## src/hw/execUnit_macros.svh

```systemverilog
`ifndef EXEC_UNIT_MACROS_SVH
`define EXEC_UNIT_MACROS_SVH

// Datapath width, shared by operands, results and pc
`define EXEC_DATA_W 16

// Architectural registers r0..r7
`define EXEC_NUM_REGS 8

// Bits needed to name one register
`define EXEC_REG_IDX_W 3

// Keep EXEC_NUM_REGS == 2**EXEC_REG_IDX_W
// or the decoder can address a missing entry

`endif
```

## src/hw/aluPkg.sv

```systemverilog
`default_nettype none

package aluPkg;

  // Operations the ALU core understands
  // Subtract is aluAdd with invB and cin set
  typedef enum logic [2:0] {
    aluAdd = 3'd0,
    aluAnd = 3'd1,
    aluOr  = 3'd2,
    aluXor = 3'd3,
    aluShl = 3'd4,
    aluShr = 3'd5
  } aluOpE;

  // Result source after the ALU
  typedef enum logic [1:0] {
    passNone = 2'd0, // ALU output
    passA    = 2'd1, // rs data as read
    passB    = 2'd2  // Selected second operand
  } passSelE;

endpackage

`default_nettype wire

```

## src/hw/isaPkg.sv

```systemverilog
`default_nettype none

package isaPkg;

  // Major opcode held in the top nibble of the instruction
  typedef enum logic [3:0] {
    opAdd   = 4'h0, // rd = rs + rt
    opSub   = 4'h1, // rd = rs - rt
    opAnd   = 4'h2,
    opOr    = 4'h3,
    opXor   = 4'h4,
    opShl   = 4'h5, // Shift count from rt[3:0]
    opShr   = 4'h6, // Logical, zero fill
    opAddi  = 4'h7, // rd = rs + simm6
    opAndni = 4'h8, // rd = rs & ~simm6
    opLbi   = 4'h9, // rd = simm6
    opMov   = 4'ha, // Result only, rd not written
    opBr    = 4'hb  // Target pc + simm6, flags of rs
  } opcodeE;

  // Field positions in the 16-bit word
  localparam int opcodeMsb = 15;
  localparam int opcodeLsb = 12;
  localparam int rdMsb     = 11; // Destination
  localparam int rdLsb     = 9;
  localparam int rsMsb     = 8;  // First source
  localparam int rsLsb     = 6;
  localparam int rtMsb     = 5;  // Second source, overlaps imm
  localparam int rtLsb     = 3;

  // Immediate sits in the low bits and is sign extended
  localparam int immMsb    = 5;
  localparam int immLsb    = 0;

endpackage

`default_nettype wire

```

## src/hw/execPipe.sv

```systemverilog
`timescale 1ns/100ps
`default_nettype none
`include "execUnit_macros.svh"

module execPipe (
  input  logic                       clk,
  input  logic                       rstN,
  input  logic                       instrValid,
  input  logic [`EXEC_DATA_W-1:0]    instr,
  input  logic [`EXEC_DATA_W-1:0]    pc,
  output logic                       resValid,
  output logic [`EXEC_DATA_W-1:0]    aluResult,
  output logic [`EXEC_DATA_W-1:0]    branchTarget,
  output logic [`EXEC_REG_IDX_W-1:0] resDest,
  output logic                       zero,
  output logic                       ltz,
  output logic                       err
);

  // Register file read side
  logic [`EXEC_REG_IDX_W-1:0] rdAddrA;
  logic [`EXEC_REG_IDX_W-1:0] rdAddrB;
  logic [`EXEC_DATA_W-1:0]    rdDataA;
  logic [`EXEC_DATA_W-1:0]    rdDataB;

  // Decode to execute
  logic                       exValid;
  logic [`EXEC_DATA_W-1:0]    opA;
  logic [`EXEC_DATA_W-1:0]    opB;
  logic [`EXEC_DATA_W-1:0]    imm;
  logic [`EXEC_DATA_W-1:0]    pcEx;
  aluPkg::aluOpE              aluOp;
  logic                       aluSrc;
  logic                       invA;
  logic                       invB;
  logic                       cin;
  logic                       sign;
  aluPkg::passSelE            passSel;
  logic                       decWrEn;
  logic [`EXEC_REG_IDX_W-1:0] dest;

  // Write-back
  logic                       rfWrEn;
  logic [`EXEC_REG_IDX_W-1:0] rfWrAddr;
  logic [`EXEC_DATA_W-1:0]    rfWrData;

  regFile uRegFile (
    .clk     (clk),
    .rstN    (rstN),
    .rdAddrA (rdAddrA),
    .rdAddrB (rdAddrB),
    .rdDataA (rdDataA),
    .rdDataB (rdDataB),
    .wrEn    (rfWrEn),
    .wrAddr  (rfWrAddr),
    .wrData  (rfWrData)
  );

  instrDecode uDecode (
    .clk        (clk),
    .rstN       (rstN),
    .instrValid (instrValid),
    .instr      (instr),
    .pc         (pc),
    .rdAddrA    (rdAddrA),
    .rdAddrB    (rdAddrB),
    .rdDataA    (rdDataA),
    .rdDataB    (rdDataB),
    .exValid    (exValid),
    .opA        (opA),
    .opB        (opB),
    .imm        (imm),
    .pcOut      (pcEx),
    .aluOp      (aluOp),
    .aluSrc     (aluSrc),
    .invA       (invA),
    .invB       (invB),
    .cin        (cin),
    .sign       (sign),
    .passSel    (passSel),
    .wrEn       (decWrEn),
    .dest       (dest)
  );

  executeStage uExecute (
    .clk          (clk),
    .rstN         (rstN),
    .exValid      (exValid),
    .opA          (opA),
    .opB          (opB),
    .imm          (imm),
    .pc           (pcEx),
    .aluOp        (aluOp),
    .aluSrc       (aluSrc),
    .invA         (invA),
    .invB         (invB),
    .cin          (cin),
    .sign         (sign),
    .passSel      (passSel),
    .wrReq        (decWrEn),
    .dest         (dest),
    .resValid     (resValid),
    .aluResult    (aluResult),
    .branchTarget (branchTarget),
    .resDest      (resDest),
    .zero         (zero),
    .ltz          (ltz),
    .err          (err),
    .wrEn         (rfWrEn),
    .wrAddr       (rfWrAddr),
    .wrData       (rfWrData)
  );

endmodule

`default_nettype wire

```

## src/hw/executeStage.sv

```systemverilog
`timescale 1ns/100ps
`default_nettype none
`include "execUnit_macros.svh"

module executeStage (
  input  logic                       clk,
  input  logic                       rstN,
  input  logic                       exValid,
  input  logic [`EXEC_DATA_W-1:0]    opA,
  input  logic [`EXEC_DATA_W-1:0]    opB,
  input  logic [`EXEC_DATA_W-1:0]    imm,
  input  logic [`EXEC_DATA_W-1:0]    pc,
  input  aluPkg::aluOpE              aluOp,
  input  logic                       aluSrc,
  input  logic                       invA,
  input  logic                       invB,
  input  logic                       cin,
  input  logic                       sign,
  input  aluPkg::passSelE            passSel,
  input  logic                       wrReq, // Decoded write enable
  input  logic [`EXEC_REG_IDX_W-1:0] dest,
  output logic                       resValid,
  output logic [`EXEC_DATA_W-1:0]    aluResult,
  output logic [`EXEC_DATA_W-1:0]    branchTarget,
  output logic [`EXEC_REG_IDX_W-1:0] resDest,
  output logic                       zero,
  output logic                       ltz,
  output logic                       err,
  output logic                       wrEn,
  output logic [`EXEC_REG_IDX_W-1:0] wrAddr,
  output logic [`EXEC_DATA_W-1:0]    wrData
);

  logic [`EXEC_DATA_W-1:0] aluB;
  logic [`EXEC_DATA_W-1:0] aluOut;
  logic [`EXEC_DATA_W-1:0] passOut;
  logic [`EXEC_DATA_W-1:0] brSum;
  logic                    aluOfl;
  logic                    aluZero;
  logic                    aluLtz;
  logic                    brCarry;
  logic                    errNext;

  assign aluB = aluSrc ? imm : opB; // Register or immediate

  aluCore uAlu (
    .a      (opA),
    .b      (aluB),
    .cin    (cin),
    .invA   (invA),
    .invB   (invB),
    .sign   (sign),
    .aluOp  (aluOp),
    .result (aluOut),
    .ofl    (aluOfl),
    .zero   (aluZero),
    .ltz    (aluLtz)
  );

  always_comb begin
    case (passSel)
      aluPkg::passA: passOut = opA;
      aluPkg::passB: passOut = aluB;
      default:       passOut = aluOut;
    endcase
  end

  // Branch target as a plain unsigned add with carry out
  assign {brCarry, brSum} = {1'b0, pc} + {1'b0, imm};

  // Pass-through results never flag an error
  assign errNext = (aluOfl | brCarry) & (passSel == aluPkg::passNone);

  // Write-back lands on the same edge that registers the result
  assign wrEn   = exValid & wrReq;
  assign wrAddr = dest;
  assign wrData = passOut;

  always_ff @(posedge clk or negedge rstN) begin
    if (!rstN) begin
      resValid <= 1'b0;
    end else begin
      resValid <= exValid;
    end
  end

  // Results hold until the next valid instruction
  always_ff @(posedge clk) begin
    if (exValid) begin
      aluResult    <= passOut;
      branchTarget <= brSum;
      resDest      <= dest;
      zero         <= aluZero;
      ltz          <= aluLtz;
      err          <= errNext;
    end
  end

  // Results come out one cycle after exValid and carry no unknown bits
  resValidResultsKnown: assert property (@(posedge clk) disable iff (!rstN)
    exValid |=> resValid && !$isunknown({aluResult, branchTarget, resDest, zero, ltz, err}))
    else $error("resValid missing or results unknown one cycle after exValid");

endmodule

`default_nettype wire

```

## src/hw/aluCore.sv

```systemverilog
`timescale 1ns/100ps
`default_nettype none
`include "execUnit_macros.svh"

module aluCore (
  input  logic [`EXEC_DATA_W-1:0] a,
  input  logic [`EXEC_DATA_W-1:0] b,
  input  logic                    cin,
  input  logic                    invA,
  input  logic                    invB,
  input  logic                    sign, // Overflow rule, signed or unsigned
  input  aluPkg::aluOpE           aluOp,
  output logic [`EXEC_DATA_W-1:0] result,
  output logic                    ofl,
  output logic                    zero,
  output logic                    ltz
);

  localparam int shW = $clog2(`EXEC_DATA_W); // 4 bits of shift count

  logic [`EXEC_DATA_W-1:0] aIn;
  logic [`EXEC_DATA_W-1:0] bIn;
  logic [`EXEC_DATA_W-1:0] sum;
  logic                    carry;
  logic                    sOfl;

  // Optional inversion ahead of every operation
  assign aIn = invA ? ~a : a;
  assign bIn = invB ? ~b : b;

  // One adder serves add and subtract
  assign {carry, sum} = {1'b0, aIn} + {1'b0, bIn} + {{`EXEC_DATA_W{1'b0}}, cin};

  // Same-sign inputs giving a different-sign sum
  assign sOfl = (aIn[`EXEC_DATA_W-1] == bIn[`EXEC_DATA_W-1]) &&
                (sum[`EXEC_DATA_W-1] != aIn[`EXEC_DATA_W-1]);

  always_comb begin
    case (aluOp)
      aluPkg::aluAdd: result = sum;
      aluPkg::aluAnd: result = aIn & bIn;
      aluPkg::aluOr:  result = aIn | bIn;
      aluPkg::aluXor: result = aIn ^ bIn;
      aluPkg::aluShl: result = aIn << bIn[shW-1:0];
      aluPkg::aluShr: result = aIn >> bIn[shW-1:0]; // Zero fill
      default:        result = sum;
    endcase
  end

  // Only the adder can overflow
  // unsigned mode reports the carry out instead
  always_comb begin
    if (aluOp == aluPkg::aluAdd) begin
      ofl = sign ? sOfl : carry;
    end else begin
      ofl = 1'b0;
    end
  end

  assign zero = (result == '0);
  assign ltz  = result[`EXEC_DATA_W-1]; // MSB as sign

endmodule

`default_nettype wire

```

## src/hw/instrDecode.sv

```systemverilog
`timescale 1ns/100ps
`default_nettype none
`include "execUnit_macros.svh"

module instrDecode (
  input  logic                       clk,
  input  logic                       rstN,
  input  logic                       instrValid,
  input  logic [`EXEC_DATA_W-1:0]    instr,
  input  logic [`EXEC_DATA_W-1:0]    pc,
  output logic [`EXEC_REG_IDX_W-1:0] rdAddrA,
  output logic [`EXEC_REG_IDX_W-1:0] rdAddrB,
  input  logic [`EXEC_DATA_W-1:0]    rdDataA,
  input  logic [`EXEC_DATA_W-1:0]    rdDataB,
  output logic                       exValid,
  output logic [`EXEC_DATA_W-1:0]    opA,
  output logic [`EXEC_DATA_W-1:0]    opB,
  output logic [`EXEC_DATA_W-1:0]    imm,
  output logic [`EXEC_DATA_W-1:0]    pcOut,
  output aluPkg::aluOpE              aluOp,
  output logic                       aluSrc, // 1 selects imm as operand B
  output logic                       invA,
  output logic                       invB,
  output logic                       cin,
  output logic                       sign,
  output aluPkg::passSelE            passSel,
  output logic                       wrEn,
  output logic [`EXEC_REG_IDX_W-1:0] dest
);

  isaPkg::opcodeE          opc;
  logic [`EXEC_DATA_W-1:0] immExt;
  aluPkg::aluOpE           aluOpNext;
  aluPkg::passSelE         passSelNext;
  logic                    aluSrcNext;
  logic                    invANext;
  logic                    invBNext;
  logic                    cinNext;
  logic                    signNext;
  logic                    wrEnNext;
  logic                    zeroB; // Branch compares rs against zero

  assign opc = isaPkg::opcodeE'(instr[isaPkg::opcodeMsb:isaPkg::opcodeLsb]);
  assign rdAddrA = instr[isaPkg::rsMsb:isaPkg::rsLsb]; // Register reads are combinational
  assign rdAddrB = instr[isaPkg::rtMsb:isaPkg::rtLsb];

  // Sign extend imm6 to the datapath width
  assign immExt = {{(`EXEC_DATA_W - isaPkg::immMsb - 1){instr[isaPkg::immMsb]}},
                   instr[isaPkg::immMsb:isaPkg::immLsb]};

  always_comb begin
    aluOpNext   = aluPkg::aluAdd;
    passSelNext = aluPkg::passNone;
    aluSrcNext  = 1'b0;
    invANext    = 1'b0;
    invBNext    = 1'b0;
    cinNext     = 1'b0;
    signNext    = 1'b0;
    wrEnNext    = 1'b1; // Most opcodes write rd
    zeroB       = 1'b0;
    case (opc)
      isaPkg::opAdd:   signNext = 1'b1;
      isaPkg::opSub: begin
        invBNext = 1'b1; // rs + ~rt + 1
        cinNext  = 1'b1;
        signNext = 1'b1;
      end
      isaPkg::opAnd:   aluOpNext = aluPkg::aluAnd;
      isaPkg::opOr:    aluOpNext = aluPkg::aluOr;
      isaPkg::opXor:   aluOpNext = aluPkg::aluXor;
      isaPkg::opShl:   aluOpNext = aluPkg::aluShl;
      isaPkg::opShr:   aluOpNext = aluPkg::aluShr;
      isaPkg::opAddi: begin
        aluSrcNext = 1'b1;
        signNext   = 1'b1;
      end
      isaPkg::opAndni: begin
        aluOpNext  = aluPkg::aluAnd;
        aluSrcNext = 1'b1;
        invBNext   = 1'b1; // AND with inverted immediate
      end
      isaPkg::opLbi: begin
        aluSrcNext  = 1'b1;
        passSelNext = aluPkg::passB; // Immediate straight through
      end
      isaPkg::opMov: begin
        passSelNext = aluPkg::passA;
        wrEnNext    = 1'b0;
      end
      isaPkg::opBr: begin
        zeroB    = 1'b1; // rs + 0 drives zero and ltz
        wrEnNext = 1'b0;
      end
      default:         wrEnNext = 1'b0; // Unused encodings do nothing
    endcase
  end

  always_ff @(posedge clk or negedge rstN) begin
    if (!rstN) begin
      exValid <= 1'b0;
      wrEn    <= 1'b0;
    end else begin
      exValid <= instrValid; // One-cycle strobe into execute
      if (instrValid) begin
        wrEn <= wrEnNext;
      end
    end
  end

  // Operands and controls captured only for a valid instruction
  always_ff @(posedge clk) begin
    if (instrValid) begin
      opA     <= rdDataA;
      opB     <= zeroB ? '0 : rdDataB;
      imm     <= immExt;
      pcOut   <= pc;
      aluOp   <= aluOpNext;
      aluSrc  <= aluSrcNext;
      invA    <= invANext;
      invB    <= invBNext;
      cin     <= cinNext;
      sign    <= signNext;
      passSel <= passSelNext;
      dest    <= instr[isaPkg::rdMsb:isaPkg::rdLsb];
    end
  end

  // A valid instruction reaches execute next cycle with known operands
  exValidOperandsKnown: assert property (@(posedge clk) disable iff (!rstN)
    instrValid |=> exValid && !$isunknown({opA, opB, imm, pcOut}))
    else $error("exValid missing or operands unknown after instrValid");

endmodule

`default_nettype wire

```

## src/hw/regFile.sv

```systemverilog
`timescale 1ns/100ps
`default_nettype none
`include "execUnit_macros.svh"

module regFile (
  input  logic                       clk,
  input  logic                       rstN,
  input  logic [`EXEC_REG_IDX_W-1:0] rdAddrA,
  input  logic [`EXEC_REG_IDX_W-1:0] rdAddrB,
  output logic [`EXEC_DATA_W-1:0]    rdDataA,
  output logic [`EXEC_DATA_W-1:0]    rdDataB,
  input  logic                       wrEn,
  input  logic [`EXEC_REG_IDX_W-1:0] wrAddr,
  input  logic [`EXEC_DATA_W-1:0]    wrData
);

  logic [`EXEC_DATA_W-1:0] regs [`EXEC_NUM_REGS];

  // Single write port, committed on the edge
  always_ff @(posedge clk or negedge rstN) begin
    if (!rstN) begin
      for (int i = 0; i < `EXEC_NUM_REGS; i++) begin
        regs[i] <= '0; // All registers read zero after reset
      end
    end else if (wrEn) begin
      regs[wrAddr] <= wrData;
    end
  end

  // Write-through so a dependent instruction in decode
  // sees the value that execute is writing this cycle
  assign rdDataA = (wrEn && (wrAddr == rdAddrA)) ? wrData : regs[rdAddrA];
  assign rdDataB = (wrEn && (wrAddr == rdAddrB)) ? wrData : regs[rdAddrB];

  // Unknown write index would corrupt an arbitrary entry
  wrAddrKnown: assert property (@(posedge clk) disable iff (!rstN)
    wrEn |-> !$isunknown(wrAddr))
    else $error("regFile write with unknown address");

endmodule

`default_nettype wire

```

## config.mk

```make
export PLATFORM = sky130hd
export DESIGN_NAME = execPipe
export DESIGN_NICKNAME = d
export VERILOG_FILES = /design/src/hw/aluPkg.sv /design/src/hw/isaPkg.sv /design/src/hw/execPipe.sv /design/src/hw/executeStage.sv /design/src/hw/aluCore.sv /design/src/hw/instrDecode.sv /design/src/hw/regFile.sv
export VERILOG_INCLUDE_DIRS = /design/src /design/src/hw
export SDC_FILE = /design/constraint.sdc
export NUM_CORES = 1
export LEC_CHECK = 0
export ABC_AREA = 1
export BUFFER_PORTS_ARGS = -buffer_cell sky130_fd_sc_hd__buf_4
export CAP_MARGIN = 5
export CORE_MARGIN = 2
export CORE_UTILIZATION = 50
export CTS_CLUSTER_SIZE = 8
export DETAILED_ROUTE_END_ITERATION = 8
export HOLD_SLACK_MARGIN = 0.02
export MAX_ROUTING_LAYER = met4
export PLACE_DENSITY_LB_ADDON = 0.25
export SLEW_MARGIN = 30
export SYNTH_ARGS = -nofsm -noshare
export SYNTH_HDL_FRONTEND = slang
export SYNTH_SLANG_ARGS = --single-unit
```

## constraint.sdc

```tcl
create_clock -name clk -period 9.2 [get_ports clk]
set_input_delay 0.46 -clock clk [delete_from_list [all_inputs] [get_ports clk]]
set_output_delay 0.46 -clock clk [all_outputs]
set_load 0.02 [all_outputs]
```

==> out/qor.yml <==
timing:
  worst_slew_pin_slew_ps: 1090
  fmax_ghz: 0.2178
  rsz0062_at_grt: "false"
  setup_violations: 0
  fin_hold_ws_ps: 109.2
  hold_viol: 0
  finalCriticalPeriod_ps: 4592
  fin_worst_skew_ps: 23.16
  drv_slew: 0
  layout_setup_ws_ps: 4608
  finalSetupTns_ps: 0
  slew_headroom_pct: 27.27
  fin_crit_sh_pct: 49.91
pwr:
  p_sw_uw: 1506
  internal_power_uw: 2544
  ir_worst_vdd_uv: 181.4
  switching_share_pct: 37.19
  comb_power_share_pct: 31.2
  p_clk_share_pct: 29.8
  p_per_area_nw_per_um2: 241.1
  pwr-share-seq_pct: 39.0
  p_leak_uw: 0.007491
yosys:
  yosysUniqueCellTypes: 53
  postSynthCellCount: 1960
  seq_area_frac_synth_pct: 42.23
  netlist.area_leader.share_pct: 21.63
  syn-cell-area_sq_um: 15160
  async_flop_share_pct: 55.74
  postSynthNetCount: 2050
  synth_area_per_cell_sq_um: 7.734
  yosysMostFrequentCell: "nand2_1"
  synth-edff-count: 104
  synth_area_leaders: "dfrtp_1, edfxtp_1, nand2_1"
  yosysWarnings: 0
  ys_seq_elements: 235
  synthFlopType: "dfrtp_1"
  synth_common_cells: "nand2_1, o21ai_0, nor2_1"
  yosys.area.top_type: "dfrtp_1"
clocking:
  postCtsHoldBufs: 1
  cts_root_buffer: "clkbuf_16"
  clkLatencyLatePin_ps: 540
  numClockSinks: 235
  cts-resized-gates: 0
  cts_buffers: 35
  htree_levels: 2
  clkTransAtPathRegs_ps: 60
  cts_tree: "built"
  clockBufferDepth: 3
  cts_setup_buffers: 0
placed_design:
  place.gp.congestion: 1.005
  dpl_worst_slack_ps: 4708
  io_buffer_count: 73
  post-dp-hpwl_microns: 34120
worst_setup_path:
  crit_path_start_kind: "register"
  crit_fanout: 17
  path_common_cell: "nand2_1"
  cp.buffers_inverters: 2
  path_class: "register to register"
  crit_path_top_delay_cell: "edfxtp_1"
  endpoint_kind: "register"
  crit_path_cell_trace: "inv_2 -> nand3_1 -> nand2_2 -> fa_1 -> fa_1 -> nand3_1 -> nand3_1 -> nand2_1 -> nand2_1 -> inv_1 -> o21ai_0 -> xor2_1 -> nor2_1 -> nor2_1 -> nand2_1 -> nand2_1 -> mux2i_1"
  critical_path_arrival_ps: 4830
  crit_required_ps: 9430
  cpLargestDelayFamily: "simple AND/OR/NAND/NOR gates"
  max_stage_delay_ps: 780
routing:
  drcViolationCount: 0
  avgViaCountPerCell: 6.085
  first_pass_iters: 6
  wl_per_cell_microns: 21.44
  antenna_left: 0
  vias: 14550
  wl_microns: 51270
  drt-initial-drc-count: 1696
outcome:
  status: "finished, final reports clean"
layout:
  fin_nets: 2071
  post-route-util_pct: 56.52
  syn_to_final_growth_pct: 10.80
  drive_above_1_share_pct: 9.195
  antenna_cells: 0
floorplan:
  die_w_microns: 178.1
  core-area_sq_um: 29720
  die_h_microns: 178.1
  fp-row-count: 63
  die-area_sq_um: 31730
  ios: 74
  initial_core_util_pct: 51.01
grt:
  grt-ovfl-total: 0
  grt_pass1_wl_microns: 77790
  antenna_found_initial: 0
  grt_max_degree: 79
  grtUsageTotal_pct: 33.22
  grt_pass1_vias: 13420
flow_run:
  drv_cap: 0
worst_hold_path:
  min_path_type: "input port to register"
==> cell usage in the layout (no fill, tap or decap), drive strengths merged, types with 8 or more instances in the layout <==
cell    instances
a21oi         107
ha             52
nand2         402
a211oi          8
nor2          214
buf            88
o21ai         270
xor2           27
a31oi          48
xnor2           8
clkbuf         54
dfrtp         131
o22ai          40
o221ai         11
o211ai         20
nand3         209
inv           166
edfxtp        104
==> flip-flops by register name, indices dropped and copies added, names as in the netlist <==
register / count
uRegFile.regs: 128
uDecode.imm: 6
uDecode.exValid: 1
uDecode.dest: 3
uDecode.opB: 16
uDecode.sign: 1
uDecode.opA: 16
uDecode.passSel: 2
uExecute.aluResult: 16
uDecode.aluSrc: 1
uExecute.zero: 1
uExecute.resDest: 3
uExecute.err: 1
uExecute.resValid: 1
uDecode.wrEn: 1
uDecode.invB: 1
uExecute.branchTarget: 16
uExecute.ltz: 1
uDecode.cin: 1
uDecode.aluOp: 3
uDecode.pcOut: 16
==> power by group through the flow <==
stage          Combinational, uW  Clock, uW  Sequential [uW]
2_1_floorplan                881          0             1570
3_3_place_gp                1220          0             1580
3_5_place_dp                1240          0             1590
4_1_cts                     1240       1220             1570
5_1_grt                     1400       1270             1610
6_report                    1260       1210             1580
==> metrics by stage <==
| stage | instances | area, sq um | total power, uW |
|---|---|---|---|
| 2_1_floorplan | 1960 | 15160 | 2450 |
| 3_3_place_gp | 2333 | 15780 | 2802 |
| 5_1_grt | 2391 | 16800 | 4276 |
| 6_report | 2391 | 16800 | 4050 |
| 3_5_place_dp | 2333 | 15780 | 2823 |
| 4_1_cts | 2391 | 16800 | 4035 |
==> layer usage <==
layer  wire length, microns  vias up  global-route usage (%)
met4                   2156        0                   14.45
met1                  21550     6781                   44.65
met5                      0        -                       -
li1                       -     6769                       -
met2                  22760      844                   49.87
met3                   4801      155                   5.286
==> area by class of cell <==
type                       instances  area (sq um)
clock buffer                      54         957.2
clock inverter                     3         48.80
fill                            2792         12920
inverter                         166         623.1
multi-input combinational       1454          7599
sequential                       235          6402
tap                              390         488.0
timing repair buffer              89         678.2
==> final timing paths <==
check,slack [ps],to,start,depth (start not counted)
max,4610,uDecode.opA[8],uDecode.invB,17
max in group asynchronous,7610,uRegFile.regs[72],rstN,3
max reg2reg,4610,uDecode.opA[8],uDecode.invB,17
min reg2reg,500,uDecode.wrEn,uDecode.wrEn,2
min in group asynchronous,440,uRegFile.regs[49],rstN,2
min,110,uDecode.imm[2],instr[2],1
==> logic make-up (layout without fill, tap and decap cells) <==
| kind of cell | Yosys count | count (layout) | synth area share, % |
|---|---|---|---|
| multiplexers | 3 | 3 | 0.1981 |
| adder cells (fa/ha/maj) | 55 | 55 | 4.688 |
| flip-flops | 235 | 235 | 42.23 |
| AO/OA/AOI/OAI | 520 | 520 | 19.32 |
| AND/OR/NAND/NOR | 841 | 841 | 23.77 |
| XOR/XNOR | 35 | 35 | 2.022 |
| buffers and inverters | 271 | 312 | 7.767 |
Note: power is estimated with default switching activity, not from simulation.
